### src/source/beam_pkg.sv
`default_nettype none

package beam_pkg;

    // ----------------------------------------------------------------------
    // array dimensions
    // ----------------------------------------------------------------------
    localparam int NUM_ANT  = 4;    // antennas per RE
    localparam int NUM_BEAM = 8;    // candidate beams
    localparam int SAMPLE_W = 16;   // antenna sample bits
    localparam int WEIGHT_W = 8;    // codeword weight bits

    // ----------------------------------------------------------------------
    // data types
    // ----------------------------------------------------------------------
    typedef logic signed [SAMPLE_W-1:0] sample_t;
    typedef logic signed [WEIGHT_W-1:0] weight_t;

    // one product plus two guard bits for the four antenna terms
    typedef logic signed [SAMPLE_W+WEIGHT_W+1:0] beam_sum_t;

    // magnitude of a beam sum grown by four bits for 16 REs
    typedef logic [SAMPLE_W+WEIGHT_W+5:0] energy_t;

    typedef logic [$clog2(NUM_BEAM)-1:0] beam_idx_t;
    typedef logic [$clog2(NUM_ANT*NUM_BEAM)-1:0] cw_addr_t;   // beam * NUM_ANT + ant

endpackage

`default_nettype wire

### src/source/cw_bank.sv
`timescale 1ns/1ps
`default_nettype none

module cw_bank (
    input  wire                         i_clk,
    input  wire                         i_reset,

    // weight write port
    input  wire                         i_cw_wr,
    input  wire beam_pkg::cw_addr_t     i_cw_addr,
    input  wire beam_pkg::weight_t      i_cw_data,

    // all weights, entry beam * NUM_ANT + ant
    output beam_pkg::weight_t [beam_pkg::NUM_ANT*beam_pkg::NUM_BEAM-1:0] o_weights
);

    // ----------------------------------------------------------------------
    // weight registers
    // ----------------------------------------------------------------------
    always_ff @(posedge i_clk) begin
        if (i_reset) begin
            o_weights <= '0;                        // all beams null after reset
        end else if (i_cw_wr) begin
            o_weights[i_cw_addr] <= i_cw_data;      // visible to the MAC next cycle
        end
    end

    // ----------------------------------------------------------------------
    // checks
    // ----------------------------------------------------------------------
    // writes must carry a known address inside the bank of NUM_BEAM x NUM_ANT weights
    a_cw_addr_range : assert property (
        @(posedge i_clk) disable iff (i_reset)
        i_cw_wr |-> (!$isunknown(i_cw_addr) &&
                     (int'(i_cw_addr) < beam_pkg::NUM_ANT * beam_pkg::NUM_BEAM))
    );

endmodule

`default_nettype wire

### config.mk
export PLATFORM = sky130hd
export DESIGN_NAME = cw_bank
export DESIGN_NICKNAME = d
export VERILOG_FILES = /design/src/source/beam_pkg.sv /design/src/source/cw_bank.sv
export SDC_FILE = /design/constraint.sdc
export NUM_CORES = 1
export LEC_CHECK = 0
export ABC_AREA = 1
export BUFFER_PORTS_ARGS = -buffer_cell sky130_fd_sc_hd__buf_2
export CORE_UTILIZATION = 50
export DETAILED_ROUTE_END_ITERATION = 16
export GPL_TIMING_DRIVEN = 0
export PLACE_DENSITY = 0.82
export SETUP_SLACK_MARGIN = 0.05
export SKIP_LAST_GASP = 1
export SLEW_MARGIN = 20
export SYNTH_ARGS = -nofsm -noshare
export SYNTH_HDL_FRONTEND = slang
export SYNTH_SLANG_ARGS = --single-unit
### constraint.sdc
create_clock -name i_clk -period 1.7 [get_ports i_clk]
set_input_delay 0.34 -clock i_clk [delete_from_list [all_inputs] [get_ports i_clk]]
set_output_delay 0.34 -clock i_clk [all_outputs]
set_load 0.1 [all_outputs]
==> qor.txt <==
Max Freq -> 605.9 MHz
most frequent cells after synthesis -> nor2_1, nand2_1, dfxtp_1, nand3_1, clkbuf_1
Multi-input gate area -> 0.004419 mm2
FILL cells -> 1636
P_leak -> 5.930 nW
fin area -> 0.01321 mm2
final number of max-transition violations -> 0
largest net degree at the start of global routing -> 14
Setup crit end kind -> primary output
predominant post-synthesis flop cell -> dfxtp_1
CTS HTree Levels -> 1
count leader, synth -> nor2_1
number of routed nets with antenna violations -> 0
CTS Buf Count -> 27
Pwr Density -> 1019 mW/mm2
worst-skew pair later-pin latency -> 520 ps
Setup violations, final -> 0
DP Area -> 0.01174 mm2
drt via density -> 4.922
Final min period -> 1650 ps
initial core utilization -> 0.5142
Syn Nets -> 1454
Tcrit/Tclk final -> 0.9708
register area share after synthesis -> 0.5088
CP bufs+invs -> 1
RSZ-0062 raised after global routing -> no
Std-Cell Rows -> 51
share of cells above drive strength 1 -> 0.2217
Die W -> 143.9 um
WL/cell -> 15.33 um
hold_buf cts -> 0
io pins -> 272
Overflow after GRT -> 0
Detailed Route WL -> 30900 um
synthesis-to-layout area growth -> 31.14%
type of the worst min-delay path -> in2reg
ys async rst share -> 0
Max clock buf depth -> 3
Mapped Area -> 0.01007 mm2
CP max stage cell -> buf_2
Final Power -> 0.01347 W
max FFs per register -> 256
worst-path cell chain -> buf_2
Tightest Pin Transition -> 857.5 ps
HPWL Detailed -> 20820 um
IO buf count -> 267
first drt pass iteration count -> 5
die span in y -> 143.9 um
die footprint -> 0.02072 mm2
status -> complete, no violations
share of the synthesized area in the top cell type -> 0.5088
largest register by flop count -> o_weights
postcts setup bufs -> 0
routed vias -> 9923
CTS root buffer -> clkbuf_16
NumNets Final -> 1750
Cells after Synth -> 1438
Clk pin slew, worst setup/hold paths -> 60 ps
crit path kind -> reg2out
initial antenna violation count -> 2
CTS tree -> yes
first-pass GRT wire length -> 45710 um
number of enable flip-flop cells after synthesis -> 0
top cells by area, synth -> dfxtp_1, nor2_1, nand2_1
crit-path leading delay family -> buffers and inverters
worst ir drop on vdd -> 0.7548 mV
final cell count without fillers -> 2016
Final Hold Viols -> 0
sequential cell area -> 0.005125 mm2
Syn. warnings -> 0
CP max FO -> 2
crit start category -> flip-flop
max-cap violations -> 0
Post-Route Skew -> 0 ps
vias in the first global route -> 8657
FF+latch count, synth -> 256
largest registers -> o_weights x256
Overall Global Routing Usage -> 0.2856
Core ar. -> 0.01959 mm2
Inst Count DP -> 1970
Avg Cell Area, Syn -> 7.005 um2
DRC Markers -> 0
Final GP Congestion -> 0.8489
Worst slew margin -> 0.4239
Yosys top cell by area -> dfxtp_1
Worst path max stage delay -> 450 ps
CP required -> 1360 ps
clock sink count -> 256
count of cell types in the netlist -> 16
DR iter-0 viols -> 650
Critical Path AT -> 1310 ps
==> worst reg2reg max path: cells and delay by family (launching register included) <==
family,cells,cell delay [ps]
flops,1,320
simple gates,2,200
==> placed cells by master, fill, tap and decap left out, types with 5 or more instances in the layout <==
master / netlist / layout
clkbuf_4: 0 / 123
buf_6: 10 / 10
nor2_1: 518 / 518
buf_2: 9 / 42
buf_1: 24 / 24
nand2_1: 461 / 461
clkbuf_8: 0 / 5
buf_4: 16 / 127
dfxtp_1: 256 / 256
nor2_4: 24 / 24
inv_2: 5 / 5
nand3_1: 58 / 58
nor2_2: 7 / 7
clkbuf_1: 28 / 33
inv_1: 10 / 10
nand3_2: 6 / 6
clkbuf_16: 0 / 27
==> power breakdown <==
part	switching, W	internal (W)	total, W
clock	0.00234	0.00356	0.00590
sequential	0.0000451	0.00608	0.00612
combinational	0.00116	0.000284	0.00144
total	0.00355	0.00992	0.0135
==> metrics by stage <==
step	worst slack, ps	setup TNS, ps	hold slack [ps]	util
after global placement	-220.6	-12530	456.9	0.5993
final	49.66	0	239.2	0.6743
after floorplan	254.8	0	602.3	-
after global routing	33.53	0	260.9	0.6743
after CTS	50.38	0	220.3	0.6585
after detailed placement	-202.1	-15640	464.8	0.5993
==> final cells by class <==
type	count	area share
Inverter	15	0.004262
Antenna cell	1	0.0001894
Clock buffer	37	0.05778
Clock inverter	8	0.008903
Tap cell	265	0.02510
Buffer	87	0.03580
Sequential cell	256	0.3880
Multi-Input combinational cell	1080	0.3345
Timing Repair Buffer	267	0.1455
==> final timing paths <==
path	startpoint	end	slack (ps)	depth (start not counted)
setup reg to reg	o_weights[35]	o_weights[35]	1070	2
hold reg to reg	o_weights[155]	o_weights[155]	480	2
hold / removal	i_cw_data[4]	o_weights[132]	240	5
setup / recovery	o_weights[213]	o_weights[213]	50	1
==> cell families (layout without fill, tap and decap cells) <==
group | count (synthesis) | count (layout) | synth area share
buffers and inverters | 102 | 414 | 0.05254
flip-flops | 256 | 256 | 0.5088
other | 0 | 1 | 0
AND/OR/NAND/NOR | 1080 | 1080 | 0.4387
==> timing repair <==
item | 4_1_cts | 5_1_grt
gates cloned | 0 | 0
setup endpoints to repair | 111 | 123
gates resized for setup | 111 | 123
==> layer usage <==
layer / global-route usage / up-vias / wire length, um
met5: 0 / - / 0
met2: 0.4696 / 408 / 14670
met3: 0.06831 / 73 / 2719
li1: - / 4923 / -
met4: 0.1086 / 0 / 1015
met1: 0.3606 / 4519 / 12490
(Power assumes the default switching activity.)
