[config.mk]
export PLATFORM = sky130hd
export DESIGN_NAME = rbg_accumulator
export DESIGN_NICKNAME = d
export VERILOG_FILES = /design/src/source/beam_pkg.sv /design/src/source/rbg_pkg.sv /design/src/source/rbg_accumulator.sv
export SDC_FILE = /design/constraint.sdc
export NUM_CORES = 1
export LEC_CHECK = 0
export BUFFER_PORTS_ARGS = -buffer_cell sky130_fd_sc_hd__buf_2
export CORE_MARGIN = 5
export CORE_UTILIZATION = 45
export DETAILED_ROUTE_END_ITERATION = 10
export GPL_TIMING_DRIVEN = 0
export PLACE_DENSITY = 0.76
export SLEW_MARGIN = 20
export SYNTH_ARGS = -nofsm -noshare
export SYNTH_HDL_FRONTEND = slang
export SYNTH_SLANG_ARGS = --single-unit
[constraint.sdc]
create_clock -name i_clk -period 14.46 [get_ports i_clk]
set_clock_uncertainty 0.15 [all_clocks]
set_input_delay 2.169 -clock i_clk [delete_from_list [all_inputs] [get_ports i_clk]]
set_output_delay 2.169 -clock i_clk [all_outputs]
set_load 0.03 [all_outputs]
[src/source/beam_pkg.sv]
`default_nettype none

package beam_pkg;

    // ----------------------------------------------------------------------
    // array dimensions
    // ----------------------------------------------------------------------
    localparam int NUM_ANT  = 4;    // antennas per RE
    localparam int NUM_BEAM = 8;    // candidate beams
    localparam int SAMPLE_W = 16;   // antenna sample bits
    localparam int WEIGHT_W = 8;    // codeword weight bits

    // ----------------------------------------------------------------------
    // data types
    // ----------------------------------------------------------------------
    typedef logic signed [SAMPLE_W-1:0] sample_t;
    typedef logic signed [WEIGHT_W-1:0] weight_t;

    // one product plus two guard bits for the four antenna terms
    typedef logic signed [SAMPLE_W+WEIGHT_W+1:0] beam_sum_t;

    // magnitude of a beam sum grown by four bits for 16 REs
    typedef logic [SAMPLE_W+WEIGHT_W+5:0] energy_t;

    typedef logic [$clog2(NUM_BEAM)-1:0] beam_idx_t;
    typedef logic [$clog2(NUM_ANT*NUM_BEAM)-1:0] cw_addr_t;   // beam * NUM_ANT + ant

endpackage

`default_nettype wire

[src/source/rbg_pkg.sv]
`default_nettype none

package rbg_pkg;

    // ----------------------------------------------------------------------
    // RBG size code as carried on the RE stream
    // ----------------------------------------------------------------------
    typedef enum logic [1:0] {
        RBG_SIZE_4    = 2'd0,
        RBG_SIZE_8    = 2'd1,
        RBG_SIZE_16   = 2'd2,
        RBG_SIZE_RSVD = 2'd3    // reserved, never sent
    } rbg_size_e;

    localparam int RBG_RE_MAX = 16;   // longest RBG in REs

    // REs per RBG for each size code
    localparam int RBG_RE_4  = 4;
    localparam int RBG_RE_8  = 8;
    localparam int RBG_RE_16 = 16;

    typedef logic [$clog2(RBG_RE_MAX)-1:0] re_cnt_t;   // RE index inside an RBG
    typedef logic [7:0] rbg_num_t;                     // RBG number within a symbol

endpackage

`default_nettype wire
[src/source/rbg_accumulator.sv]
`timescale 1ns/1ps
`default_nettype none

module rbg_accumulator (
    input  wire                         i_clk,
    input  wire                         i_reset,

    // beam sums from the MAC, size code aligned with them
    input  wire                         i_valid,
    input  wire                         i_sym_start,
    input  wire rbg_pkg::rbg_size_e     i_rbg_size,
    input  wire beam_pkg::beam_sum_t [beam_pkg::NUM_BEAM-1:0] i_sum,

    // per-beam energy of one finished RBG
    output logic                        o_valid,
    output rbg_pkg::rbg_num_t           o_rbg_num,
    output beam_pkg::energy_t [beam_pkg::NUM_BEAM-1:0] o_energy
);

    rbg_pkg::rbg_size_e size_q;     // size of the current symbol
    rbg_pkg::rbg_size_e size_cur;
    rbg_pkg::re_cnt_t   re_cnt_q;   // next RE index inside the RBG
    rbg_pkg::re_cnt_t   re_idx;
    rbg_pkg::re_cnt_t   last_idx;
    rbg_pkg::rbg_num_t  rbg_num_q;
    rbg_pkg::rbg_num_t  rbg_cur;
    logic               first_re;
    logic               last_re;

    logic [$bits(beam_pkg::beam_sum_t)-1:0] mag [beam_pkg::NUM_BEAM];
    beam_pkg::energy_t acc_q [beam_pkg::NUM_BEAM];
    beam_pkg::energy_t acc_d [beam_pkg::NUM_BEAM];

    // ----------------------------------------------------------------------
    // RE position within the RBG
    // ----------------------------------------------------------------------
    // a symbol start takes the new size and restarts at RE 0 right away
    always_comb begin
        size_cur = i_sym_start ? i_rbg_size : size_q;
        case (size_cur)
            rbg_pkg::RBG_SIZE_8:  last_idx = rbg_pkg::re_cnt_t'(rbg_pkg::RBG_RE_8 - 1);
            rbg_pkg::RBG_SIZE_16: last_idx = rbg_pkg::re_cnt_t'(rbg_pkg::RBG_RE_16 - 1);
            default:              last_idx = rbg_pkg::re_cnt_t'(rbg_pkg::RBG_RE_4 - 1);
        endcase
        re_idx   = i_sym_start ? '0 : re_cnt_q;
        rbg_cur  = i_sym_start ? '0 : rbg_num_q;   // partial RBG dropped
        first_re = (re_idx == '0);
        last_re  = (re_idx == last_idx);
    end

    // ----------------------------------------------------------------------
    // magnitude accumulation
    // ----------------------------------------------------------------------
    always_comb begin
        for (int b = 0; b < beam_pkg::NUM_BEAM; b++) begin
            // most negative sum wraps onto its own magnitude as unsigned
            mag[b]   = i_sum[b][$bits(beam_pkg::beam_sum_t)-1] ? -i_sum[b] : i_sum[b];
            acc_d[b] = (first_re ? '0 : acc_q[b]) + beam_pkg::energy_t'(mag[b]);
        end
    end

    always_ff @(posedge i_clk) begin
        if (i_valid) begin
            for (int b = 0; b < beam_pkg::NUM_BEAM; b++) begin
                acc_q[b] <= acc_d[b];
            end
        end
        if (i_valid && last_re) begin
            for (int b = 0; b < beam_pkg::NUM_BEAM; b++) begin
                o_energy[b] <= acc_d[b];    // totals include the last RE
            end
            o_rbg_num <= rbg_cur;
        end
    end

    // ----------------------------------------------------------------------
    // counters
    // ----------------------------------------------------------------------
    always_ff @(posedge i_clk) begin
        if (i_reset) begin
            size_q    <= rbg_pkg::RBG_SIZE_4;
            re_cnt_q  <= '0;
            rbg_num_q <= '0;
            o_valid   <= 1'b0;
        end else begin
            o_valid <= i_valid & last_re;   // single cycle per RBG
            if (i_valid) begin
                if (i_sym_start) begin
                    size_q <= i_rbg_size;
                end
                re_cnt_q  <= last_re ? '0 : re_idx + 1'b1;
                rbg_num_q <= last_re ? rbg_cur + 1'b1 : rbg_cur;
            end
        end
    end

    // ----------------------------------------------------------------------
    // checks
    // ----------------------------------------------------------------------
    a_sym_start_valid : assert property (
        @(posedge i_clk) disable iff (i_reset) i_sym_start |-> i_valid
    );

    a_size_not_rsvd : assert property (
        @(posedge i_clk) disable iff (i_reset) size_q != rbg_pkg::RBG_SIZE_RSVD
    );

endmodule

`default_nettype wire

==> reports/results.ini <==
[route]
num_vias=24530
firstDrtPassIters=7
ant_nets=0
drtIter0Drc=1868
wl_um=85410
routedWlPerCell_um=19.18
drc=0
vias_per_cell=5.510

[worst_hold_path]
hold_class=register to register
hold_depth=2
hold_end=size_q[1]$_SDFFE_PP0P_
min_from=size_q[1]$_SDFFE_PP0P_

[pwr]
power_w=0.004078
p_per_area_nw_per_um2=109.9
leakagePower_nw=15.20
vdd_drop_max_mv=0.09913

[cells_and_area]
nFillCells=6154
fin_nets=3893
register_area_um2=14950
drive_gt1_frac=0.1729
multiInputGateArea_um2=15850
area_growth_pct=17.90

[global_routing]
grt_pass1_vias=23890
antenna_found_initial=18
track_usage=0.2187
grt_pass1_wl_um=131200
grt_max_degree=86
overflow=0

[sta]
worstMarginPinSlew_ps=957.2
finalMaxSlewViolations=0
rsz0062_at_grt=no
setup_ws_ps=6581
period_minus_slack_ps=7879
hold_viol_final=0
fmax_mhz=126.9
fin_crit_sh=0.5449
max-slew-margin-rel=0.3454
finalSetupViolations=0

[job]
cap_violations=0

[synth]
synthTopCellsByArea=edfxtp_1 (47%), ha_1 (8.7%), xnor2_1 (8.0%)
synthMuxAreaShare=0.001312
syn-instance-count=2925
synth_top_area_frac=0.4657
synth_seq_cells=503
syn_area_per_cell_um2=10.76
synth_compound_area_frac=0.1519
synth_top_area_cell=edfxtp_1
synthesis.nets=3367
synth_top_family_by_area=simple AND/OR/NAND/NOR gates
async_reset_ff_frac=0
synthXorXnorAreaFrac=0.1058
synth_cell_types=75
ys_seq_area_frac=0.4752
yosysWarnings=0
synth-adder-area-share=0.09256
synthFlopType=edfxtp_1
yosys.area_share.simple=0.1522
synth-edff-count=488
syn_area_um2=31470

[setup_path]
critPathArrivalTime_ps=8080
r2r_end=acc_q[1][56]$_DFFE_PP_
critPathRequiredTime_ps=14670
worstPathMaxFanout=10
regToRegSetupSlack_ps=8360
cp-start-kind=input port
setup.worst_path.class=input port to register
reg2reg_from=re_cnt_q[0]$_SDFFE_PP0P_
end_kind=register
reg2reg_depth=19

[outcome]
status=completed

[clock_network]
clock_latency_ps=620
root_buffer=clkbuf_16
numCtsBuffers=58
path_clk_slew_ps=60
cts.sink_count=503
cts_tree=done
htree_num_levels=2
post_cts_resized=0
postCtsSetupBuffers=0
cts_max_path_buffers=3
hold_buffers=0

[floorplan]
start_util=0.4517
die_w_um=274.4
dieHeight_um=274.4
ios=463
num_rows=97
core-area_um2=69660
die_area_um2=75320

[placement]
dp_slack_ps=5806
hpwl_um=64660
gp_congestion=0.9307
io_buffers=457

## logic make-up (layout without fill, tap and decap cells)
family,Yosys count,after routing
other,0,13
XOR/XNOR,380,380
multiplexers,4,4
AO/OA/AOI/OAI,738,738
AND/OR/NAND/NOR,899,899
buffers and inverters,173,747
adder cells (fa/ha/maj),228,228
flip-flops,503,503
## synth_stat cells, types with 8 or more instances
cell type and number:
edfxtp_1 488, xnor2_1 289, ha_1 220, and2_1 211
nand2_1 204, a21oi_1 197, o21ai_0 154, nor2_1 144
a21o_1 105, inv_1 102, xor2_1 91, clkbuf_1 67
o31ai_1 55, o21a_1 52, nand3_1 47, or3_1 43
nand2b_1 39, nor2b_1 39, nor3_1 35, o21bai_1 27
nand4_1 24, o41ai_1 23, or4_1 22, and3_1 20
a31oi_1 18, or2_2 17, a211oi_1 16, dfxtp_1 15
nor4_1 15, a21boi_0 12, a31o_2 10, fa_1 8
o2111ai_1 8
## where the power goes
part           switching, W  internal, W
logic              0.000489     0.000326
registers         0.0000217      0.00177
clock network      0.000608     0.000865
total               0.00112      0.00296
## final cells by class
| class | count | area share |
|---|---|---|
| Multi-Input combinational cell | 2249 | 0.4273 |
| Sequential cell | 503 | 0.4031 |
| Timing Repair Buffer | 466 | 0.06779 |
| Clock buffer | 73 | 0.04290 |
| Tap cell | 940 | 0.03170 |
| Inverter | 102 | 0.01032 |
| Clock inverter | 35 | 0.008330 |
| Buffer | 71 | 0.007723 |
| Antenna cell | 13 | 0.0008768 |
## metal layers
layer,global-route usage,vias to the layer above,share of wire
li1,-,11890,-
met3,0.06440,181,0.086
met5,0,-,0.00081
met1,0.2838,11650,0.42
met4,0.07859,10,0.036
met2,0.3497,799,0.46
## placed cells by master (no fill, tap or decap), types with 55 or more instances in the layout
cell       instances
edfxtp_1         488
buf_2            457
xnor2_1          289
ha_1             220
and2_1           211
nand2_1          204
a21oi_1          197
o21ai_0          154
nor2_1           144
a21o_1           105
inv_1            102
xor2_1            91
clkbuf_1          73
clkbuf_16         61
o31ai_1           55
## how the worst max path moves through the flow
stage	endpoint	start	cells past startpoint	slack, ps
5_1_grt	acc_q[1][56]$_DFFE_PP_	i_sym_start	21	6110
3_5_place_dp	o_energy[176]$_DFFE_PP_	i_sym_start	21	5810
4_1_cts	acc_q[1][56]$_DFFE_PP_	i_sym_start	21	6490
6_report	acc_q[1][56]$_DFFE_PP_	i_sym_start	21	6580
2_1_floorplan	rbg_num_q[7]$_SDFFE_PP0P_	i_sym_start	14	1900
3_3_place_gp	rbg_num_q[6]$_SDFFE_PP0P_	i_valid	9	-5860
## sequential cells by signal, summed over array words and instances, names as in the netlist
name       cells
o_valid        1
o_energy     240
re_cnt_q       4
o_rbg_num      8
rbg_num_q      8
acc_q        240
size_q         2
## stage by stage
stage	instance area, um^2	cells	TNS (ps)	hold WS, ps	utilization
final	37100	4452	0	302.6	0.5326
after detailed placement	35170	4331	0	295.0	0.5048
after floorplan	31470	2925	0	277.8	-
after global placement	34930	4322	-1217790	291.3	0.5014
after CTS	37070	4439	0	303.5	0.5321
after global routing	37090	4447	0	335.5	0.5324
## worst max-delay path, cell delays in order
cell	delay (ps)
buf_2	110
clkbuf_1	210
buf_1	310
nand2b_1	250
ha_1	250
nand2_1	210
clkbuf_2	530
clkbuf_1	540
and2_1	220
ha_1	190
inv_1	60
fa_1	400
nor2b_1	140
o21a_1	150
o21ai_0	160
a2111oi_0	870
o31ai_1	200
o21ai_0	550
a31o_2	280
a21oi_1	90
xor2_1	180
(Power assumes the default switching activity.)
