[config.mk]
export PLATFORM = sky130hd
export DESIGN_NAME = beam_select
export DESIGN_NICKNAME = d
export VERILOG_FILES = /design/src/source/beam_pkg.sv /design/src/source/rbg_pkg.sv /design/src/source/beam_select.sv
export SDC_FILE = /design/constraint.sdc
export NUM_CORES = 1
export LEC_CHECK = 0
export BUFFER_PORTS_ARGS = -buffer_cell sky130_fd_sc_hd__buf_2
export CAP_MARGIN = 20
export CORE_ASPECT_RATIO = 0.7
export CORE_MARGIN = 3
export CORE_UTILIZATION = 25
export DETAILED_ROUTE_END_ITERATION = 10
export PLACE_DENSITY = 0.47
export SYNTH_ARGS = -nofsm -noshare
export SYNTH_HDL_FRONTEND = slang
export SYNTH_SLANG_ARGS = --single-unit
[constraint.sdc]
create_clock -name i_clk -period 6.1 [get_ports i_clk]
set_input_delay 0.61 -clock i_clk [delete_from_list [all_inputs] [get_ports i_clk]]
set_output_delay 0.61 -clock i_clk [all_outputs]
set_load 0.01 [all_outputs]
[src/source/beam_pkg.sv]
`default_nettype none

package beam_pkg;

    // ----------------------------------------------------------------------
    // array dimensions
    // ----------------------------------------------------------------------
    localparam int NUM_ANT  = 4;    // antennas per RE
    localparam int NUM_BEAM = 8;    // candidate beams
    localparam int SAMPLE_W = 16;   // antenna sample bits
    localparam int WEIGHT_W = 8;    // codeword weight bits

    // ----------------------------------------------------------------------
    // data types
    // ----------------------------------------------------------------------
    typedef logic signed [SAMPLE_W-1:0] sample_t;
    typedef logic signed [WEIGHT_W-1:0] weight_t;

    // one product plus two guard bits for the four antenna terms
    typedef logic signed [SAMPLE_W+WEIGHT_W+1:0] beam_sum_t;

    // magnitude of a beam sum grown by four bits for 16 REs
    typedef logic [SAMPLE_W+WEIGHT_W+5:0] energy_t;

    typedef logic [$clog2(NUM_BEAM)-1:0] beam_idx_t;
    typedef logic [$clog2(NUM_ANT*NUM_BEAM)-1:0] cw_addr_t;   // beam * NUM_ANT + ant

endpackage

`default_nettype wire

[src/source/rbg_pkg.sv]
`default_nettype none

package rbg_pkg;

    // ----------------------------------------------------------------------
    // RBG size code as carried on the RE stream
    // ----------------------------------------------------------------------
    typedef enum logic [1:0] {
        RBG_SIZE_4    = 2'd0,
        RBG_SIZE_8    = 2'd1,
        RBG_SIZE_16   = 2'd2,
        RBG_SIZE_RSVD = 2'd3    // reserved, never sent
    } rbg_size_e;

    localparam int RBG_RE_MAX = 16;   // longest RBG in REs

    // REs per RBG for each size code
    localparam int RBG_RE_4  = 4;
    localparam int RBG_RE_8  = 8;
    localparam int RBG_RE_16 = 16;

    typedef logic [$clog2(RBG_RE_MAX)-1:0] re_cnt_t;   // RE index inside an RBG
    typedef logic [7:0] rbg_num_t;                     // RBG number within a symbol

endpackage

`default_nettype wire
[src/source/beam_select.sv]
`timescale 1ns/1ps
`default_nettype none

module beam_select (
    input  wire                         i_clk,
    input  wire                         i_reset,

    input  wire                         i_valid,
    input  wire rbg_pkg::rbg_num_t      i_rbg_num,
    input  wire beam_pkg::energy_t [beam_pkg::NUM_BEAM-1:0] i_energy,

    output logic                        o_valid,
    output rbg_pkg::rbg_num_t           o_rbg_num,
    output beam_pkg::beam_idx_t         o_beam_idx,
    output beam_pkg::energy_t           o_beam_energy
);

    // heap ordered tree, leaves from NUM_BEAM-1 up
    beam_pkg::energy_t   node_e [2*beam_pkg::NUM_BEAM-1];
    beam_pkg::beam_idx_t node_i [2*beam_pkg::NUM_BEAM-1];
    beam_pkg::energy_t   energy_q [beam_pkg::NUM_BEAM];
    logic                max_ok;

    // ----------------------------------------------------------------------
    // comparison tree
    // ----------------------------------------------------------------------
    always_comb begin
        for (int i = 0; i < beam_pkg::NUM_BEAM; i++) begin
            node_e[beam_pkg::NUM_BEAM-1+i] = i_energy[i];
            node_i[beam_pkg::NUM_BEAM-1+i] = beam_pkg::beam_idx_t'(i);
        end
        for (int n = beam_pkg::NUM_BEAM-2; n >= 0; n--) begin
            // left child holds the lower beams, so ties stay left
            if (node_e[2*n+2] > node_e[2*n+1]) begin
                node_e[n] = node_e[2*n+2];
                node_i[n] = node_i[2*n+2];
            end else begin
                node_e[n] = node_e[2*n+1];
                node_i[n] = node_i[2*n+1];
            end
        end
    end

    always_ff @(posedge i_clk) begin
        if (i_reset) begin
            o_valid <= 1'b0;
        end else begin
            o_valid <= i_valid;
        end
        if (i_valid) begin
            o_rbg_num     <= i_rbg_num;
            o_beam_idx    <= node_i[0];
            o_beam_energy <= node_e[0];
            for (int i = 0; i < beam_pkg::NUM_BEAM; i++) begin
                energy_q[i] <= i_energy[i];     // inputs kept for the check below
            end
        end
    end

    // ----------------------------------------------------------------------
    // checks
    // ----------------------------------------------------------------------
    always_comb begin
        max_ok = 1'b1;
        for (int i = 0; i < beam_pkg::NUM_BEAM; i++) begin
            if (energy_q[i] > o_beam_energy) begin
                max_ok = 1'b0;
            end
        end
    end

    a_winner_is_max : assert property (
        @(posedge i_clk) disable iff (i_reset) o_valid |-> max_ok
    );

endmodule

`default_nettype wire

==> key figures, run 1 <==
Setup path
  • Most Frequent Cell on Critical Path: buf_12
  • Crit path arrival time: slightly below 7 ns
  • Worst path slowest cell: or4_4
  • Worst-path fanout max: 8
  • Worst setup SP type: input port
  • Crit. End Element: flip-flop
  • Max stage delay on crit path: roughly 0.56 ns
  • CP required: approximately 6.3 ns
  • Worst path buffer plus inverter count: 15
  • WS Path Type: in -> reg
  • Critical path's top delay family: buffers and inverters

Floorplanning
  • Die X-Extent: 236 µm
  • Die Y: 167 µm
  • Die ar.: about 40000 µm²
  • Total core area: roughly 36000 µm²
  • Boundary pin count: a little under 300
  • # rows: 58
  • Initial core utilization: 25.6%

Run status
  • Violated checks: setup timing
  • Status: finished with violations

Detailed routing
  • Met1 WL: 18400 µm
  • Metal2 WL: 18200 µm
  • Max layer used: met4
  • Vias: 10400
  • DR pass1 iterations: 5
  • Via-to-Cell Ratio: between 4 and 5
  • Routed Antenna Nets: 0
  • Routed wl met3: between 1000 and 1500 µm
  • Routed WL per cell: 17.0 µm
  • Post-Route WL: about 38000 µm
  • DRT iter0 DRCs: 348
  • DRC errors left: 0

CTS
  • H-tree depth: 2
  • # hold bufs at CTS: 0
  • CTS Buf Count: 5
  • Max Root-Sink Buffers: 2
  • CTS Sinks: 42
  • Root Buffer Master: clkbuf_16
  • CTS clock-pin slew for the worst setup and hold paths: around 0.070 ns
  • CTS tree: yes

Min path
  • Worst hold path type: in -> reg
  • Worst hold path depth: 2
  • HP Start: i_reset
  • Hold Path Sink: o_valid$_SDFF_PP0_

STA
  • Max-slew violations: 0
  • Final Hold Fails: 0
  • Min cycle time layout: 6.79 ns
  • Worst slew pin tran: 0.426 ns
  • Tcrit/Tclk final: 111%
  • Final setup vio count: 33
  • Max-slew headroom: roughly 71%
  • Setup TNS: -20.60 ns
  • FMAX: around 150 MHz
  • RSZ-0062 raised after global routing: true
  • Final WS setup: -0.688 ns

Final layout
  • Share of cells above drive strength 1: 56.1%
  • Area delta synth->final: 75.0%
  • Final #Nets: between 2000 and 2500
  • Layout Cells excl Fill: ~2200
  • Commonest non-fill, non-tap cell in the layout: buf_4
  • Commonest cells after routing, fill and taps aside: buf_4 (380), buf_2 (284), inv_1 (175)

Power and ir drop
  • Comb pwr share: 78.7%
  • Part of the power in registers: a little over an eighth
  • Clock power frac: just under 8%
  • Power density over cell area: between 200 and 250 nW/µm²
  • Net Sw Frac: 41.9%
  • Worst VDD drop: a little under 0.0002 V
  • Power Internal: approximately 2.2 mW
  • Static Leakage: 8.63 nW
  • P_sw: about 1.6 mW

GRT
  • Largest net degree at the start of global routing: 43
  • Antenna violations before repair: 2
  • Vias in the first global route: approximately 11000
  • Tot GR Track Use: a little under a fifth
  • First-pass GRT wire length: about 57000 µm
  • Global route total overflow: 0

Flow run
  • Max cap viols: 0

Synth
  • Unique masters post-synth: between 40 and 50
  • Mapped Cells: 1078
  • Top_reg_cell synth: edfxtp_1
  • Ys async rst share: 0%
  • #FFs+latches synth: 42
  • Mapped cell area: ~9300 µm²
  • Seq/Total Area, Yosys: around 14%
  • Mean Syn Cell Area: around 8.6 µm²
  • Total number of yosys warnings: 0
  • Syn Nets: ~1500
  • EDFF count, synth: 41

Placed design
  • Placed instance count: between 2000 and 2500
  • Number of I/O port buffers: 292
  • Post-DP HPWL: 31500 µm
  • Gpl congestion: between 0.8 and 0.9
  • Pre-CTS WS: -1.64 ns
[synthesized netlist by cell type (3+ instances only)]
cell type	count	share of area [%]
edfxtp_1	41	13
nor3_1	6	0.32
o21a_1	4	0.32
o31ai_1	4	0.32
a21boi_1	3	0.24
a21o_1	52	4.2
nand4_1	39	2.6
nor2b_1	4	0.27
buf_4	6	0.49
mux2i_1	64	6.9
a221oi_1	10	0.95
a21oi_1	76	4.1
buf_2	10	0.54
nor4_1	9	0.61
a221o_1	3	0.32
ha_1	210	28
o21ai_0	16	0.86
and4_1	3	0.28
buf_6	7	0.85
nand3_1	20	1.1
o221ai_1	33	3.1
clkbuf_1	9	0.36
inv_1	197	8.0
nand2_1	76	3.1
o21ai_1	9	0.49
mux2_2	32	3.9
mux2_4	58	9.4
nor2_1	44	1.8
nand2b_1	5	0.34
[stage by stage]
step / area [µm²] / hold slack (ns) / power, mW / utilization [%]
after floorplan: 9300 / 0.682 / 1.67 / -
after global placement: 13900 / 0.765 / 2.67 / 38.5
after detailed placement: 13900 / 0.772 / 2.70 / 38.5
after CTS: 15400 / 0.437 / 3.43 / 42.6
after global routing: 16200 / 0.440 / 4.04 / 44.8
final: 16200 / 0.445 / 3.77 / 44.8
[layout make-up]
class	count	area, µm²
multi-input combinational	807	8430
sequential	42	1250
timing repair buffer	708	5020
antenna	2	5.00
inverter	197	752
clock buffer	6	139
clock inverter	2	12.5
tap	480	601
fill	3624	20000
[registers in the layout (all words and copies together) (netlist names)]
name / flops
o_beam_energy: 30
o_beam_idx: 3
o_valid: 1
o_rbg_num: 8
[timing repair]
action,4_1_cts,5_1_grt
cloned,3,1
resized for setup,180,98
pin swaps,43,41
endpoints found under the setup margin,33,33
buffers inserted,32,26
[power groups by stage]
stage / registers (mW) / clock network (mW) / logic (mW)
3_5_place_dp: 0.510 / 0 / 2.19
4_1_cts: 0.507 / 0.305 / 2.62
6_report: 0.505 / 0.296 / 2.97
2_1_floorplan: 0.554 / 0 / 1.12
5_1_grt: 0.513 / 0.314 / 3.21
3_3_place_gp: 0.511 / 0 / 2.16
[per-layer routing]
metal,vias up,global-route usage [%]
met3,13,2.80
met5,-,0
li1,5295,-
met1,4926,25.0
met2,200,31.0
met4,0,2.09
[worst max-delay path by stage]
stage                       start                          end  slack, ns  cells past startpoint
floorplan           i_energy[201]  o_beam_energy[10]$_DFFE_PP_      -0.03                     30
global placement    i_energy[144]      o_beam_idx[0]$_DFFE_PP_      -1.55                     31
CTS                 i_energy[141]   o_beam_energy[0]$_DFFE_PP_      -0.47                     35
detailed placement  i_energy[144]      o_beam_idx[0]$_DFFE_PP_      -1.64                     32
finish              i_energy[139]  o_beam_energy[19]$_DFFE_PP_      -0.69                     37
global route        i_energy[141]   o_beam_energy[2]$_DFFE_PP_      -0.90                     37
[cells by family after synthesis]
kind of cell | Yosys count | share of synthesized area (%)
buffers and inverters | 229 | 10.2
AOI/OAI and AO/OA | 227 | 16.4
DFF | 42 | 13.5
muxes | 154 | 20.2
and+or+nand+nor | 216 | 11.3
adders and majority gates | 210 | 28.4
(Power assumes the default switching activity.)
==> run 2: changes to the inputs <==
--- a/config.mk
+++ b/config.mk
@@ -12,6 +12,7 @@
 export CORE_UTILIZATION = 25
 export DETAILED_ROUTE_END_ITERATION = 10
 export PLACE_DENSITY = 0.47
+export SKIP_CTS_REPAIR_TIMING = 1
 export SYNTH_ARGS = -nofsm -noshare
 export SYNTH_HDL_FRONTEND = slang
 export SYNTH_SLANG_ARGS = --single-unit
==> run 2 against run 1 <==
Net effect: the flow still finishes with violations (setup timing); global-route usage is 1.0 points lower; maximum frequency is 0.28% higher; design area is 0.66% lower; critical path depth is 3 lower; final cell count is 0.53% lower; sequential share of layout area is 0.051 points higher; utilization is 0.29 points lower; clock power is 2% lower; sequential power hardly changed; clock-buffer cell count stayed put; worst setup slack better by 0.019 ns; power is 1.4% lower; critical path type unchanged.
==> key figures, run 2 (synthesis results as in run 1) <==
Run status
  • Status: finished with violations
  • Violated checks: setup timing

Setup path
  • Max stage delay on crit path: 0.51 ns (-0.05 ns)
  • Crit. End Element: flip-flop
  • WS Path Type: in -> reg
  • Crit path arrival time: 6.91 ns (-0.02 ns)
  • Worst path slowest cell: or4_4
  • CP required: 6.24 ns (about the same)
  • Worst setup SP type: input port
  • Worst-path fanout max: 8 (unchanged)

Final layout
  • Commonest cells after routing, fill and taps aside: buf_4 (363), buf_2 (283), inv_1 (179)
  • Commonest non-fill, non-tap cell in the layout: buf_4
  • Post-Route Utilization: 44.5% (-0.29 points)
  • Biggest regs: o_beam_energy x30, o_rbg_num x8, o_beam_idx x3
  • Share of cells above drive strength 1: 55.4% (-0.70 points)
  • Area delta synth->final: 73.8%
  • Final #Nets: 2210 (-0.54%)
  • Largest register FFs: 30 (unchanged)
  • Layout Cells excl Fill: 2232 (-0.53%)
  • Top reg by flops: o_beam_energy

Power and ir drop
  • Worst VDD drop: 0.000174 V (-9.5%)
  • Static Leakage: 8.62 nW (about the same)
  • Power density over cell area: 231 nW/µm² (-0.73%)

Detailed routing
  • DRC errors left: 0 (unchanged)
  • Vias: 10300 (-0.97%)
  • Via-to-Cell Ratio: 4.63 (-0.44%)
  • DRT iter0 DRCs: 334 (-4.0%)
  • Routed Antenna Nets: 0 (unchanged)
  • DR pass1 iterations: 5 (unchanged)
  • Post-Route WL: 38300 µm (about the same)
  • Routed WL per cell: 17.1 µm (+0.61%)

STA
  • Final Hold Fails: 0 (unchanged)
  • Min cycle time layout: 6.77 ns (-0.0188 ns)
  • RSZ-0062 raised after global routing: true
  • Final setup vio count: 33 (unchanged)
  • Final WS setup: -0.669 ns (+0.0188 ns)
  • Tcrit/Tclk final: 111% (-0.31 points)
  • FMAX: 148 MHz (+0.28%)
  • Max-slew headroom: 70.2% (-1.2 points)
  • Worst slew pin tran: 0.446 ns (+0.0200 ns)
  • Max-slew violations: 0 (unchanged)

Floorplanning
  • Die Y: 167 µm (unchanged)
  • Die ar.: 39500 µm² (unchanged)
  • Die X-Extent: 236 µm (unchanged)
  • Initial core utilization: 25.6% (unchanged)
  • Boundary pin count: 293 (unchanged)
  • Total core area: 36200 µm² (unchanged)
  • # rows: 58 (unchanged)

CTS
  • H-tree depth: 2 (unchanged)
  • CTS Sinks: 42 (unchanged)
  • CTS clock-pin slew for the worst setup and hold paths: 0.07 ns (about the same)
  • Max Root-Sink Buffers: 2 (unchanged)
  • CTS Buf Count: 5 (unchanged)
  • CTS tree: yes
  • Root Buffer Master: clkbuf_16

GRT
  • Vias in the first global route: 10200 (-4.7%)
  • Global route total overflow: 0 (unchanged)
  • Largest net degree at the start of global routing: 43 (unchanged)
  • First-pass GRT wire length: 54200 µm (-5.4%)
  • Antenna violations before repair: 2 (unchanged)
  • Tot GR Track Use: 17.2% (-1.0 points)

Placed design
  • Post-DP HPWL: 31500 µm (unchanged)
  • Number of I/O port buffers: 292 (unchanged)
  • Placed instance count: 2177 (unchanged)
  • Gpl congestion: 0.857 (unchanged)

Min path
  • Worst hold path depth: 2 (unchanged)
  • Worst hold path type: in -> reg

Flow run
  • Max cap viols: 0 (unchanged)
## run 2: changes by cell type in the layout (fill, tap and decap cells not counted), moves of 4 or more
cell	change
mux2i_4	-5
buf_6	+9
nand2_2	-4
inv_2	-4
inv_1	+4
buf_4	-17
clkbuf_16	+6
buf_12	-6
nand2_4	+4
## run 2: path summary, 6_finish.rpt
kind,from,to,slack [ns]
max,i_energy[138],o_beam_energy[29]$_DFFE_PP_,-0.67
min,i_reset,o_valid$_SDFF_PP0_,0.45
## run 2: layout make-up
cell class / count / area, µm²
clock buffer: 6 / 139
timing repair buffer: 696 / 4940
clock inverter: 2 / 12.5
sequential: 42 / 1250
multi-input combinational: 807 / 8410
tap: 480 / 601
fill: 3585 / 20100
antenna: 2 / 5.00
inverter: 197 / 754
## run 2: metrics by stage
step	setup slack (ns)	cell area, µm²	hold WS, ns	setup TNS [ns]	power, mW
final	-0.669	16100	0.449	-20.60	3.71
after floorplan	-0.0262	9300	0.682	-0.740	1.67
after detailed placement	-1.64	13900	0.772	-51.47	2.70
after global placement	-1.55	13900	0.765	-48.39	2.67
after CTS	-1.35	14100	0.437	-42.00	3.01
after global routing	-0.904	16100	0.440	-28.42	4.00
## run 2: worst max-delay path, delay by kind of cell
| family | cells | cell delay (ns) |
|---|---|---|
| buf+inv | 12 | 1.49 |
| compound gates | 8 | 1.38 |
| fa+ha+maj | 3 | 0.64 |
| mux | 2 | 0.47 |
| simple gates | 9 | 2.28 |
## run 2: layer usage
layer	part of all wire, %	track usage (%)
met4	0.77	1.61
met3	3.8	2.70
met2	47	28.8
met5	0	0
met1	48	24.1
## run 2: where the power goes
part | internal [mW] | switching (mW)
Clock | 0.163 | 0.128
Sequential | 0.468 | 0.0357
Combinational | 1.53 | 1.39
Total | 2.16 | 1.56
==> run 3: changes to the inputs <==
--- a/config.mk
+++ b/config.mk
@@ -10,9 +10,11 @@
 export CORE_ASPECT_RATIO = 0.7
 export CORE_MARGIN = 3
 export CORE_UTILIZATION = 25
+export CTS_BUF_LIST = sky130_fd_sc_hd__clkbuf_2 sky130_fd_sc_hd__clkbuf_4 sky130_fd_sc_hd__clkbuf_8
 export DETAILED_ROUTE_END_ITERATION = 10
 export PLACE_DENSITY = 0.47
 export SKIP_CTS_REPAIR_TIMING = 1
+export SLEW_MARGIN = 20
 export SYNTH_ARGS = -nofsm -noshare
 export SYNTH_HDL_FRONTEND = slang
 export SYNTH_SLANG_ARGS = --single-unit
==> run 3 against run 2 <==
Net effect: the flow still finishes with violations (setup timing); design area up 0.16%; wire length is 0.79% higher; clock power fell by 26%; worst setup slack better by 0.026 ns; power fell by 0.53%; hold slack got worse by 0.038 ns; clock-buffer cell count is the same.
==> key figures, run 3 (synthesis results as in run 1) <==
Detailed routing
  • Via-to-Cell Ratio: 4.65 (+0.43%)
  • DR pass1 iterations: 5 (unchanged)
  • DRC errors left: 0 (unchanged)
  • Vias: 10400 (+0.52%)
  • Routed Antenna Nets: 0 (unchanged)
  • Routed WL per cell: 17.3 µm (+0.70%)
  • Post-Route WL: 38600 µm (+0.79%)
  • DRT iter0 DRCs: 352 (+5.4%)

CTS
  • CTS Sinks: 42 (unchanged)
  • Max Root-Sink Buffers: 2 (unchanged)
  • CTS Buf Count: 5 (unchanged)
  • H-tree depth: 2 (unchanged)
  • CTS tree: yes
  • CTS clock-pin slew for the worst setup and hold paths: 0.10 ns (+0.03 ns)
  • Root Buffer Master: clkbuf_8

Setup path
  • CP Depth: 32 (-5.9%)
  • Max stage delay on crit path: 0.52 ns (about the same)
  • Worst setup SP type: input port
  • Crit path arrival time: 6.83 ns (-0.08 ns)
  • Critical path's top delay family: compound AO/OA/AOI/OAI gates
  • CP required: 6.19 ns (-0.05 ns)
  • Most Frequent Cell on Critical Path: buf_12
  • WS Path Type: in -> reg
  • Crit. End Element: flip-flop
  • Worst path buffer plus inverter count: 11 (-1)
  • Worst-path fanout max: 8 (unchanged)
  • Worst path slowest cell: or4_4

Floorplanning
  • Initial core utilization: 25.6% (unchanged)
  • Boundary pin count: 293 (unchanged)
  • Die ar.: 39500 µm² (unchanged)
  • Total core area: 36200 µm² (unchanged)
  • # rows: 58 (unchanged)
  • Die Y: 167 µm (unchanged)
  • Die X-Extent: 236 µm (unchanged)

Placed design
  • Gpl congestion: 0.857 (unchanged)
  • Post-DP HPWL: 31500 µm (unchanged)
  • Placed instance count: 2177 (unchanged)
  • Number of I/O port buffers: 292 (unchanged)

Power and ir drop
  • Static Leakage: 8.64 nW (+0.16%)
  • Power density over cell area: 229 nW/µm² (-0.69%)
  • PnR Total Power: 3.70 mW (-0.53%)
  • Worst VDD drop: 0.000167 V (-4.3%)

Flow run
  • Max cap viols: 0 (unchanged)

STA
  • Worst slew pin tran: 0.599 ns (+0.153 ns)
  • Tcrit/Tclk final: 111% (-0.42 points)
  • Final WS setup: -0.643 ns (+0.0259 ns)
  • Max-slew violations: 0 (unchanged)
  • Final Hold Fails: 0 (unchanged)
  • Max-slew headroom: 60.1% (-10 points)
  • Min cycle time layout: 6.74 ns (-0.0259 ns)
  • Final setup vio count: 33 (unchanged)
  • FMAX: 148 MHz (+0.38%)
  • RSZ-0062 raised after global routing: true

Final layout
  • Final #Nets: 2211 (+0.045%)
  • Share of cells above drive strength 1: 55.6% (+0.20 points)
  • Area delta synth->final: 74.1%
  • Commonest non-fill, non-tap cell in the layout: buf_4
  • Largest register FFs: 30 (unchanged)
  • Biggest regs: o_beam_energy x30, o_rbg_num x8, o_beam_idx x3
  • Top reg by flops: o_beam_energy
  • Commonest cells after routing, fill and taps aside: buf_4 (361), buf_2 (282), inv_1 (179)
  • Layout Cells excl Fill: 2234 (+0.090%)

GRT
  • Tot GR Track Use: 17.2% (about the same)
  • Vias in the first global route: 10200 (+0.17%)
  • Antenna violations before repair: 2 (unchanged)
  • Global route total overflow: 0 (unchanged)
  • Largest net degree at the start of global routing: 43 (unchanged)
  • First-pass GRT wire length: 54200 µm (about the same)

Run status
  • Violated checks: setup timing
  • Status: finished with violations

Min path
  • Worst hold path depth: 2 (unchanged)
  • Hold Path Sink: o_valid$_SDFF_PP0_
  • Worst hold path type: in -> reg
  • HP Start: i_reset
==> run 3: cell count changes in the layout (fill, tap and decap cells not counted), sizes merged <==
cell	delta
buf	+1
diode	+1
==> run 3: where the power goes <==
group	switching [mW]	leakage [nW]	internal, mW
sequential	0.0364	0.408	0.467
clock	0.122	0.0472	0.0914
combinational	1.42	8.18	1.56
==> run 3: layer usage <==
metal / wire length (µm) / vias up / track usage [%]
met2: 18100 / 215 / 28.9
met4: 354 / 0 / 1.37
met5: 0 / - / 0
met1: 18300 / 4879 / 24.1
li1: - / 5272 / -
met3: 1780 / 21 / 2.70
==> run 3: stage by stage <==
step | setup TNS, ns | setup WS, ns | instance area [µm²] | utilization (%) | hold WS (ns)
finish | -18.73 | -0.643 | 16100 | 44.6 | 0.411
global route | -26.93 | -0.895 | 16100 | 44.5 | 0.399
CTS | -41.02 | -1.32 | 14000 | 38.8 | 0.401
detailed placement | -51.47 | -1.64 | 13900 | 38.5 | 0.772
global placement | -48.39 | -1.55 | 13900 | 38.5 | 0.765
floorplan | -0.740 | -0.0262 | 9300 | - | 0.682
==> run 3: area by class of cell <==
| cell class | count | area (µm²) |
|---|---|---|
| antenna | 3 | 7.51 |
| clock buffer | 6 | 82.6 |
| clock inverter | 2 | 12.5 |
| fill | 3574 | 20100 |
| inverter | 197 | 754 |
| multi-input combinational | 807 | 8430 |
| sequential | 42 | 1250 |
| tap | 480 | 601 |
| timing repair buffer | 697 | 5000 |
==> run 3: worst max-delay path by stage <==
stage	from	end	slack (ns)
floorplan	i_energy[201]	o_beam_energy[10]$_DFFE_PP_	-0.03
global placement	i_energy[144]	o_beam_idx[0]$_DFFE_PP_	-1.55
detailed placement	i_energy[144]	o_beam_idx[0]$_DFFE_PP_	-1.64
CTS	i_energy[144]	o_beam_idx[0]$_DFFE_PP_	-1.32
global route	i_energy[138]	o_beam_idx[0]$_DFFE_PP_	-0.90
finish	i_energy[138]	o_beam_idx[0]$_DFFE_PP_	-0.64
